**config.mk**
```make
export PLATFORM = sky130hd
export DESIGN_NAME = mvau_stream
export DESIGN_NICKNAME = d
export VERILOG_FILES = /design/src/logic/mvau_data_pkg.sv /design/src/logic/mvau_ctrl_pkg.sv /design/src/logic/mvau_stream_control.sv /design/src/logic/mvau_inp_buffer.sv /design/src/logic/mvu_pe.sv /design/src/logic/mvau_stream.sv
export VERILOG_INCLUDE_DIRS = /design/src /design/src/logic
export SDC_FILE = /design/constraint.sdc
export NUM_CORES = 1
export LEC_CHECK = 0
export BUFFER_PORTS_ARGS = -buffer_cell sky130_fd_sc_hd__buf_2
export CAP_MARGIN = 20
export CORE_MARGIN = 1.5
export CORE_UTILIZATION = 56
export CTS_BUF_LIST = sky130_fd_sc_hd__clkbuf_8
export DETAILED_ROUTE_END_ITERATION = 10
export PLACE_DENSITY = 0.73
export SYNTH_ARGS = -nofsm -noshare
export SYNTH_HDL_FRONTEND = slang
export SYNTH_HIERARCHICAL = 1
export SYNTH_SLANG_ARGS = --single-unit
```
**constraint.sdc**
```tcl
create_clock -name clk -period 5 [get_ports clk]
set_input_delay 0.75 -clock clk [delete_from_list [all_inputs] [get_ports clk]]
set_output_delay 0.75 -clock clk [all_outputs]
set_load 0.05 [all_outputs]
```
**src/logic/mvau_params.svh**
```systemverilog
/*
 * Sizing macros for the streaming matrix-vector unit
 * Matrix dimensions, lane and PE counts, fold factors,
 * counter widths and signed word widths
 */
`ifndef MVAU_PARAMS_SVH
`define MVAU_PARAMS_SVH

// Matrix dimensions
`define MVAU_MATRIX_W 8
`define MVAU_MATRIX_H 4

// Parallelism: activation lanes and processing elements
`define MVAU_SIMD 2
`define MVAU_PE 2

// Folding, chunks per row and row groups per matrix
`define MVAU_SF (`MVAU_MATRIX_W / `MVAU_SIMD)
`define MVAU_NF (`MVAU_MATRIX_H / `MVAU_PE)

// Counter widths for the two folds
`define MVAU_SF_T 2
`define MVAU_NF_T 1

// Signed word widths
`define MVAU_TSRC_I 4
`define MVAU_TW 4
`define MVAU_TDST_I 16

`endif

```
**src/logic/mvau_data_pkg.sv**
```systemverilog
/*
 * Datapath types of the matrix-vector unit
 * Scalar activation, weight, product and accumulator words,
 * plus the packed chunk, weight row, weight tile and output word
 */
`include "mvau_params.svh"

package mvau_data_pkg;

   // Scalar words, all two's complement
   typedef logic signed [`MVAU_TSRC_I-1:0] act_t;
   typedef logic signed [`MVAU_TW-1:0] wgt_t;
   typedef logic signed [`MVAU_TSRC_I+`MVAU_TW-1:0] prod_t;
   typedef logic signed [`MVAU_TDST_I-1:0] acc_t;

   // One input chunk, lane 0 in the low bits
   typedef act_t [`MVAU_SIMD-1:0] act_chunk_t;

   // SIMD weights of one PE, lane order matches the chunk
   typedef wgt_t [`MVAU_SIMD-1:0] wgt_row_t;

   // Weight input of one cycle, PE 0 in the low bits
   typedef wgt_row_t [`MVAU_PE-1:0] wgt_tile_t;

   // One result per PE, PE 0 in the low bits
   typedef acc_t [`MVAU_PE-1:0] out_word_t;

endpackage

```
**src/logic/mvau_ctrl_pkg.sv**
```systemverilog
/*
 * Control types of the matrix-vector unit
 * Fold counters, sequencer states and the control bundle
 * sent to the input buffer and the PE array
 */
`include "mvau_params.svh"

package mvau_ctrl_pkg;

   typedef logic [`MVAU_SF_T-1:0] sf_cnt_t;
   typedef logic [`MVAU_NF_T-1:0] nf_cnt_t;

   // IDLE waits, FILL takes the first pass, REUSE replays the buffer
   typedef enum logic [1:0] {
      IDLE,
      FILL,
      REUSE
   } ctrl_state_t;

   typedef struct packed {
      logic    ib_wen;   // Store chunk and pass it through
      logic    ib_ren;   // Replay stored chunk
      logic    do_mvau;  // A step is active this cycle
      logic    sf_clr;   // Last chunk of a row group
      sf_cnt_t sf_cnt;   // Chunk index, also the buffer address
   } mvau_ctrl_t;

endpackage

```
**src/logic/mvau_stream_control.sv**
```systemverilog
/*
 * Sequencer of the matrix-vector unit
 * Chunk and row-group counters with a three-state FSM
 * Outputs are decoded straight from state and counters
 */
`timescale 1ns/1ps
`include "mvau_params.svh"

module mvau_stream_control (
   input  logic                     clk,
   input  logic                     rst_n,
   input  logic                     in_v,
   output mvau_ctrl_pkg::mvau_ctrl_t ctrl
);

   localparam mvau_ctrl_pkg::sf_cnt_t SF_LAST = mvau_ctrl_pkg::sf_cnt_t'(`MVAU_SF - 1);
   localparam mvau_ctrl_pkg::nf_cnt_t NF_LAST = mvau_ctrl_pkg::nf_cnt_t'(`MVAU_NF - 1);

   mvau_ctrl_pkg::ctrl_state_t state;
   mvau_ctrl_pkg::sf_cnt_t     sf_cnt;
   mvau_ctrl_pkg::nf_cnt_t     nf_cnt;

   logic first_step;
   logic reuse_step;
   logic last_chunk;

   // A first-pass step needs a chunk, a replay step happens every cycle
   assign first_step = (state == mvau_ctrl_pkg::IDLE || state == mvau_ctrl_pkg::FILL) && in_v;
   assign reuse_step = (state == mvau_ctrl_pkg::REUSE);
   assign last_chunk = (sf_cnt == SF_LAST);

   // Control bundle, no extra latency
   assign ctrl.ib_wen  = first_step;
   assign ctrl.ib_ren  = reuse_step;
   assign ctrl.do_mvau = first_step | reuse_step;
   assign ctrl.sf_clr  = (first_step | reuse_step) & last_chunk;
   assign ctrl.sf_cnt  = sf_cnt;

   always_ff @(posedge clk) begin
      if (!rst_n) begin
         state  <= mvau_ctrl_pkg::IDLE;
         sf_cnt <= '0;
         nf_cnt <= '0;
      end else begin
         case (state)
            mvau_ctrl_pkg::IDLE, mvau_ctrl_pkg::FILL: begin
               if (in_v) begin
                  if (last_chunk) begin
                     sf_cnt <= '0;
                     // Replay only when more row groups remain
                     if (`MVAU_NF > 1) begin
                        state  <= mvau_ctrl_pkg::REUSE;
                        nf_cnt <= nf_cnt + 1'b1;
                     end else begin
                        state <= mvau_ctrl_pkg::IDLE;
                     end
                  end else begin
                     sf_cnt <= sf_cnt + 1'b1;
                     state  <= mvau_ctrl_pkg::FILL;
                  end
               end
            end
            mvau_ctrl_pkg::REUSE: begin
               if (last_chunk) begin
                  sf_cnt <= '0;
                  // Last row group done, ready for the next vector
                  if (nf_cnt == NF_LAST) begin
                     nf_cnt <= '0;
                     state  <= mvau_ctrl_pkg::IDLE;
                  end else begin
                     nf_cnt <= nf_cnt + 1'b1;
                  end
               end else begin
                  sf_cnt <= sf_cnt + 1'b1;
               end
            end
            default: begin
               state  <= mvau_ctrl_pkg::IDLE;
               sf_cnt <= '0;
               nf_cnt <= '0;
            end
         endcase
      end
   end

endmodule

```
**src/logic/mvau_inp_buffer.sv**
```systemverilog
/*
 * Activation buffer of the matrix-vector unit
 * BUF_LEN chunks, written on the first pass with write-through,
 * read combinationally on replay, output held when idle
 */
`timescale 1ns/1ps
`include "mvau_params.svh"

module mvau_inp_buffer #(
   parameter int BUF_LEN  = `MVAU_SF,
   parameter int BUF_ADDR = `MVAU_SF_T
) (
   input  logic                       clk,
   input  mvau_data_pkg::act_chunk_t  in,
   input  logic                       wr_en,
   input  logic                       rd_en,
   input  logic [BUF_ADDR-1:0]        addr,
   output mvau_data_pkg::act_chunk_t  out
);

   mvau_data_pkg::act_chunk_t mem [BUF_LEN];
   mvau_data_pkg::act_chunk_t last_out;

   // Store the chunk of the first pass
   always_ff @(posedge clk) begin
      if (wr_en) begin
         mem[addr] <= in;
      end
   end

   // Remember the last value driven so the PE inputs stay quiet
   always_ff @(posedge clk) begin
      if (wr_en || rd_en) begin
         last_out <= out;
      end
   end

   // Write-through has priority, then replay
   always_comb begin
      if (wr_en) begin
         out = in;
      end else if (rd_en) begin
         out = mem[addr];
      end else begin
         out = last_out;
      end
   end

endmodule

```
**src/logic/mvu_pe.sv**
```systemverilog
/*
 * Processing element of the matrix-vector unit
 * SIMD signed multipliers and an adder tree in stage 1,
 * a wrapping accumulator with result capture in stage 2
 */
`timescale 1ns/1ps
`include "mvau_params.svh"

module mvu_pe (
   input  logic                      clk,
   input  logic                      rst_n,
   input  logic                      sf_clr,
   input  logic                      do_mvau,
   input  mvau_data_pkg::act_chunk_t in_act,
   input  mvau_data_pkg::wgt_row_t   in_wgt,
   output logic                      out_v,
   output mvau_data_pkg::acc_t       out
);

   mvau_data_pkg::prod_t prod [`MVAU_SIMD];
   mvau_data_pkg::acc_t  dot;

   // Stage 1 registers
   mvau_data_pkg::acc_t  dot_q;
   logic                 v_q;
   logic                 clr_q;

   // Stage 2 running sum
   mvau_data_pkg::acc_t  acc;

   // One signed multiplier per lane
   always_comb begin
      for (int i = 0; i < `MVAU_SIMD; i++) begin
         prod[i] = mvau_data_pkg::act_t'(in_act[i]) * mvau_data_pkg::wgt_t'(in_wgt[i]);
      end
   end

   // Adder tree over the lanes, each product sign-extended first
   always_comb begin
      dot = '0;
      for (int i = 0; i < `MVAU_SIMD; i++) begin
         dot = dot + mvau_data_pkg::acc_t'(prod[i]);
      end
   end

   // Stage 1, valid and clear follow the sum
   always_ff @(posedge clk) begin
      if (!rst_n) begin
         v_q   <= 1'b0;
         clr_q <= 1'b0;
      end else begin
         v_q   <= do_mvau;
         clr_q <= do_mvau & sf_clr;
      end
   end

   // Sum only loads on active steps
   always_ff @(posedge clk) begin
      if (do_mvau) begin
         dot_q <= dot;
      end
   end

   // Stage 2
   always_ff @(posedge clk) begin
      if (!rst_n) begin
         acc   <= '0;
         out_v <= 1'b0;
      end else begin
         out_v <= 1'b0;
         if (v_q) begin
            if (clr_q) begin
               // Row group complete, next group starts from zero
               acc   <= '0;
               out_v <= 1'b1;
            end else begin
               acc <= acc + dot_q;
            end
         end
      end
   end

   // Result register, holds until the next row group ends
   always_ff @(posedge clk) begin
      if (v_q && clr_q) begin
         out <= acc + dot_q;
      end
   end

endmodule

```
**src/logic/mvau_stream.sv**
```systemverilog
/*
 * Streaming matrix-vector unit, top level
 * Input registers, sequencer, activation buffer,
 * the PE array and the output combine
 */
`timescale 1ns/1ps
`include "mvau_params.svh"

module mvau_stream (
   input  logic                      clk,
   input  logic                      rst_n,
   input  logic                      in_v,
   input  mvau_data_pkg::act_chunk_t in_act,
   input  mvau_data_pkg::wgt_tile_t  in_wgt,
   output logic                      out_v,
   output mvau_data_pkg::out_word_t  out
);

   // Registered inputs
   logic                      in_v_reg;
   mvau_data_pkg::act_chunk_t in_act_reg;
   mvau_data_pkg::wgt_tile_t  in_wgt_reg;

   mvau_ctrl_pkg::mvau_ctrl_t ctrl;

   // Chunk seen by every PE
   mvau_data_pkg::act_chunk_t buf_act;

   // Per-PE strobes
   logic [`MVAU_PE-1:0]       pe_v;

   always_ff @(posedge clk) begin
      if (!rst_n) begin
         in_v_reg <= 1'b0;
      end else begin
         in_v_reg <= in_v;
      end
   end

   // Activation only matters with in_v, weights step every cycle
   always_ff @(posedge clk) begin
      if (in_v) begin
         in_act_reg <= in_act;
      end
      in_wgt_reg <= in_wgt;
   end

   mvau_stream_control ctrl_i (
      .clk   (clk),
      .rst_n (rst_n),
      .in_v  (in_v_reg),
      .ctrl  (ctrl)
   );

   mvau_inp_buffer #(
      .BUF_LEN  (`MVAU_SF),
      .BUF_ADDR (`MVAU_SF_T)
   ) inp_buf_i (
      .clk   (clk),
      .in    (in_act_reg),
      .wr_en (ctrl.ib_wen),
      .rd_en (ctrl.ib_ren),
      .addr  (ctrl.sf_cnt),
      .out   (buf_act)
   );

   // Same chunk for all PEs, one weight row each
   for (genvar p = 0; p < `MVAU_PE; p++) begin : g_pe
      mvu_pe pe_i (
         .clk     (clk),
         .rst_n   (rst_n),
         .sf_clr  (ctrl.sf_clr),
         .do_mvau (ctrl.do_mvau),
         .in_act  (buf_act),
         .in_wgt  (in_wgt_reg[p]),
         .out_v   (pe_v[p]),
         .out     (out[p])
      );
   end

   // All PEs finish together
   assign out_v = |pe_v;

endmodule

```
==> reports/metrics.json <==
{
  "layout": {
    "final_common_cell": "sky130_fd_sc_hd__inv_1",
    "layout_common_cells": "sky130_fd_sc_hd__inv_1, sky130_fd_sc_hd__edfxtp_1, sky130_fd_sc_hd__ha_1",
    "n_antenna_cell": 0,
    "final-instance-count-excl-fill": 1223,
    "layout.nets": 1149,
    "post_route_cells_drive_above_1_share_pct": 19.4,
    "areaGrowthSynthToFinish_pct": 12.6,
    "num-fill-cells": 1455,
    "layout_top_registers": "g_pe.pe_i/acc: 32 flops, g_pe.pe_i/out: 32 flops, inp_buf_i/mem: 32 flops"
  },
  "clock_tree": {
    "cts_tree": "yes",
    "clk-insertion-delay-late_ns": 0.47,
    "clock_tree_root_driver_cell": "sky130_fd_sc_hd__clkbuf_8",
    "cts.clk_slew.worst_paths_ns": 0.10,
    "number_of_sinks_on_the_clock_net": 158,
    "clock_tree.htree_level_count": 4,
    "cts.path.max_buffers": 2,
    "numCtsBuffers": 17,
    "cts_hold_repair.buffers": 0
  },
  "critical_path": {
    "slowest_delay_ns": 0.57,
    "critical-path-top-cell-by-count": "sky130_fd_sc_hd__fa_1",
    "timing.setup.critical_path_class": "flip-flop to flip-flop",
    "worst-endpoint-required_ns": 5.21,
    "startpoint_of_the_lowest_slack_register_to_register_path": "ctrl_i/sf_cnt[0]",
    "crit_chain": "buf_12 -> mux4_2 -> a211o_1 -> buf_6 -> and2_4 -> fa_1 -> inv_2 -> fa_1 -> inv_1 -> fa_1 -> fa_1 -> ha_4 -> a21boi_2 -> o21a_1 -> o2111ai_1 -> nand3_1",
    "reg2reg_to": "g_pe[0].pe_i/dot_q[7]",
    "worstRegToRegCells": 16,
    "worst-endpoint-arrival_ns": 5.09,
    "slowest_stage": "sky130_fd_sc_hd__fa_1",
    "worst-r2r-setup-slack_ns": 0.12,
    "worstSetupStartpointType": "flip-flop",
    "worst_setup_path_end_kind": "flip-flop",
    "path_max_fanout": 6
  },
  "yosys": {
    "synth-warning-count": 6,
    "seq_cells_post_synth": 158,
    "post_synth_main_area_contributors": "sky130_fd_sc_hd__edfxtp_1, sky130_fd_sc_hd__fa_1, sky130_fd_sc_hd__dfxtp_1",
    "synth_enable_flop_cells": 98,
    "synth_ff_type": "sky130_fd_sc_hd__edfxtp_1",
    "synthesis.nets": 1058,
    "syn-mean-instance-area_um2": 11.4,
    "netlist.top_cell.by_area": "sky130_fd_sc_hd__edfxtp_1",
    "syn_area_um2": 10200,
    "netlist_instances": 890,
    "synth_seq_area_share_pct": 40.7,
    "synth_cell_type_count": 81,
    "synth_top_cell_area_share_pct": 28.9,
    "synth_async_sr_flop_share_pct": 0
  },
  "drt": {
    "drt-initial-drc-count": 284,
    "dr.pass1.iters": 4,
    "finalWirelength_um": 18100,
    "post_drt_wl_per_cell_um": 14.8,
    "dr_total_vias": 6544,
    "antenna_violating_nets_post_route": 0,
    "post_drt_via_cell_ratio": 5.35,
    "remaining_drcs": 0
  },
  "global_routing": {
    "grt.met1_usage_pct": 26.5,
    "gr-usage-all-layers_pct": 20.3,
    "antenna_violations_before_repair": 0,
    "global_route.peak_usage_layer": "met2",
    "grt_util_met3_pct": 4.16,
    "pin_count_of_the_biggest_net_entering_global_routing": 41,
    "gr_overflow_total": 0,
    "grtUsageMet2_pct": 34.3,
    "grt_first_pass_wirelength_um": 29600,
    "first_global_vias": 6300
  },
  "floorplan": {
    "die_x_um": 138,
    "die_height_um": 138,
    "die_area_um2": 19000,
    "placement_rows": 49,
    "ios": 60,
    "initial_utilization_pct": 56.9,
    "coreArea_um2": 17900
  },
  "pwr": {
    "power.static_leakage_nw": 4.93,
    "pwr-share-clk_pct": 16.2,
    "total_power_mw": 5.49,
    "cellInternalPower_mw": 3.39,
    "power.switching_fraction_pct": 38.3,
    "power.share.sequential_pct": 32.1,
    "p_per_area_nw_per_um2": 479,
    "vdd_ir_drop_max_v": 0.000325,
    "power.switching_mw": 2.11,
    "comb_power_share_pct": 51.7
  },
  "timing": {
    "min_period_over_period_pct": 97.6,
    "timing_hold_violations_final": 0,
    "setup_viol_count_final": 0,
    "setup_repair_after_global_routing_missed_its_margin": "yes",
    "timing.clock.skew_ns": 0.0204,
    "fin_crit_ns": 4.88,
    "worst_slew_margin_rel_pct": 42.7,
    "worst_max_slew_pin_slew_ns": 0.856,
    "final_max_slew_viol_count": 0,
    "clock.fmax_ghz": 0.205
  },
  "hold_path": {
    "hold_start": "in_wgt[12]",
    "min_delay_worst_endpoint": "in_wgt_reg[12]",
    "hold-path-cell-count": 1,
    "worst_min_delay_path_category": "input pin to flip-flop"
  },
  "placed_design": {
    "place.gp.congestion": 0.846,
    "dpl.hpwl_um": 13700,
    "dp.cells": 1186,
    "port_buffer_count": 59
  },
  "status": {
    "run_status": "complete, no violations"
  },
  "run": {
    "cap_violations": 0
  }
}
-- repair_timing --
| action | CTS | global route |
|---|---|---|
| gates cloned | 0 | 1 |
| pin swaps | 2 | 13 |
| buffers inserted | 0 | 3 |
| endpoints found under the setup margin | 5 | 8 |
| resized for setup | 6 | 31 |
-- synth_stat cells (all sizes together), types with 7 or more instances --
cell type	count
inv	111
edfxtp	98
ha	77
fa	64
dfxtp	60
and2	55
nand2	39
a21oi	36
xnor2	35
nor2b	34
nor2	26
o21ai	25
a21o	12
and3	12
clkbuf	12
xor2	12
buf	11
nand2b	11
nor3	10
nor3b	10
o21a	10
a211o	8
a311o	8
mux4	8
and4	7
nand3	7
-- cell families (layout without fill, tap and decap cells) --
kind of cell               Yosys count  after routing  synth area share, %
muxes                               15             15                 2.59
buffers and inverters              135            239                 5.46
DFF                                158            158                 40.7
xor gates and xnor gates            47             47                 4.04
AOI/OAI and AO/OA                  154            154                 11.5
adders and majority gates          141            141                 22.0
and+or+nand+nor                    240            240                 13.7
-- critical path, delay by kind of cell, from the launching register on --
family | cells | cell delay [ns]
compound gates | 4 | 0.84
fa+ha+maj | 5 | 2.28
buf+inv | 4 | 0.37
flops | 1 | 0.39
mux | 1 | 0.49
simple gates | 2 | 0.24
-- final cells by class --
cell class | instances | area [um^2] | area share, %
clock buffers | 17 | 234 | 2.04
clock inverters | 15 | 133 | 1.16
inverters | 112 | 420 | 3.67
multi-input cells | 597 | 5630 | 49.1
flip-flops and latches | 158 | 4150 | 36.2
well taps | 229 | 287 | 2.50
repair buffers | 95 | 607 | 5.30
-- metal layers --
layer  routed length, um  vias up
met3                 582       13
li1                    -     3285
met4                 137        0
met5                   0        -
met2                9010       91
met1                8360     3155
-- worst max-delay path by stage --
stage	endpoint	slack [ns]	cells past startpoint	startpoint
finish	g_pe[0].pe_i/dot_q[7]	0.12	16	ctrl_i/sf_cnt[0]
global route	g_pe[0].pe_i/dot_q[7]	-0.05	15	ctrl_i/sf_cnt[0]
CTS	g_pe[1].pe_i/dot_q[7]	0.004	19	ctrl_i/state[1]
detailed placement	g_pe[0].pe_i/dot_q[8]	-0.09	17	ctrl_i/sf_cnt[0]
global placement	g_pe[0].pe_i/dot_q[8]	0.007	14	ctrl_i/sf_cnt[0]
floorplan	g_pe[0].pe_i/dot_q[8]	0.01	19	ctrl_i/state[1]
-- power by group through the flow --
stage	Sequential (mW)	Combinational [mW]	Clock, mW
after floorplan	1.75	2.06	0
after global placement	1.79	2.56	0
after detailed placement	1.79	2.63	0
after CTS	1.77	2.66	0.915
after global routing	1.78	3.23	0.972
final	1.76	2.84	0.888
-- per-stage QoR --
stage | area, um^2 | worst slack [ns] | TNS [ns] | util (%) | hold slack (ns)
detailed placement | 10900 | -0.0931 | -0.267 | 60.8 | 0.462
global route | 11500 | -0.0522 | -0.118 | 64.0 | 0.337
global placement | 10900 | 0.00701 | 0 | 60.7 | 0.456
floorplan | 10200 | 0.0144 | 0 | - | 0.444
finish | 11500 | 0.119 | 0 | 64.0 | 0.371
CTS | 11300 | 0.00382 | 0 | 62.9 | 0.347
Note: power is estimated with default switching activity, not from simulation.
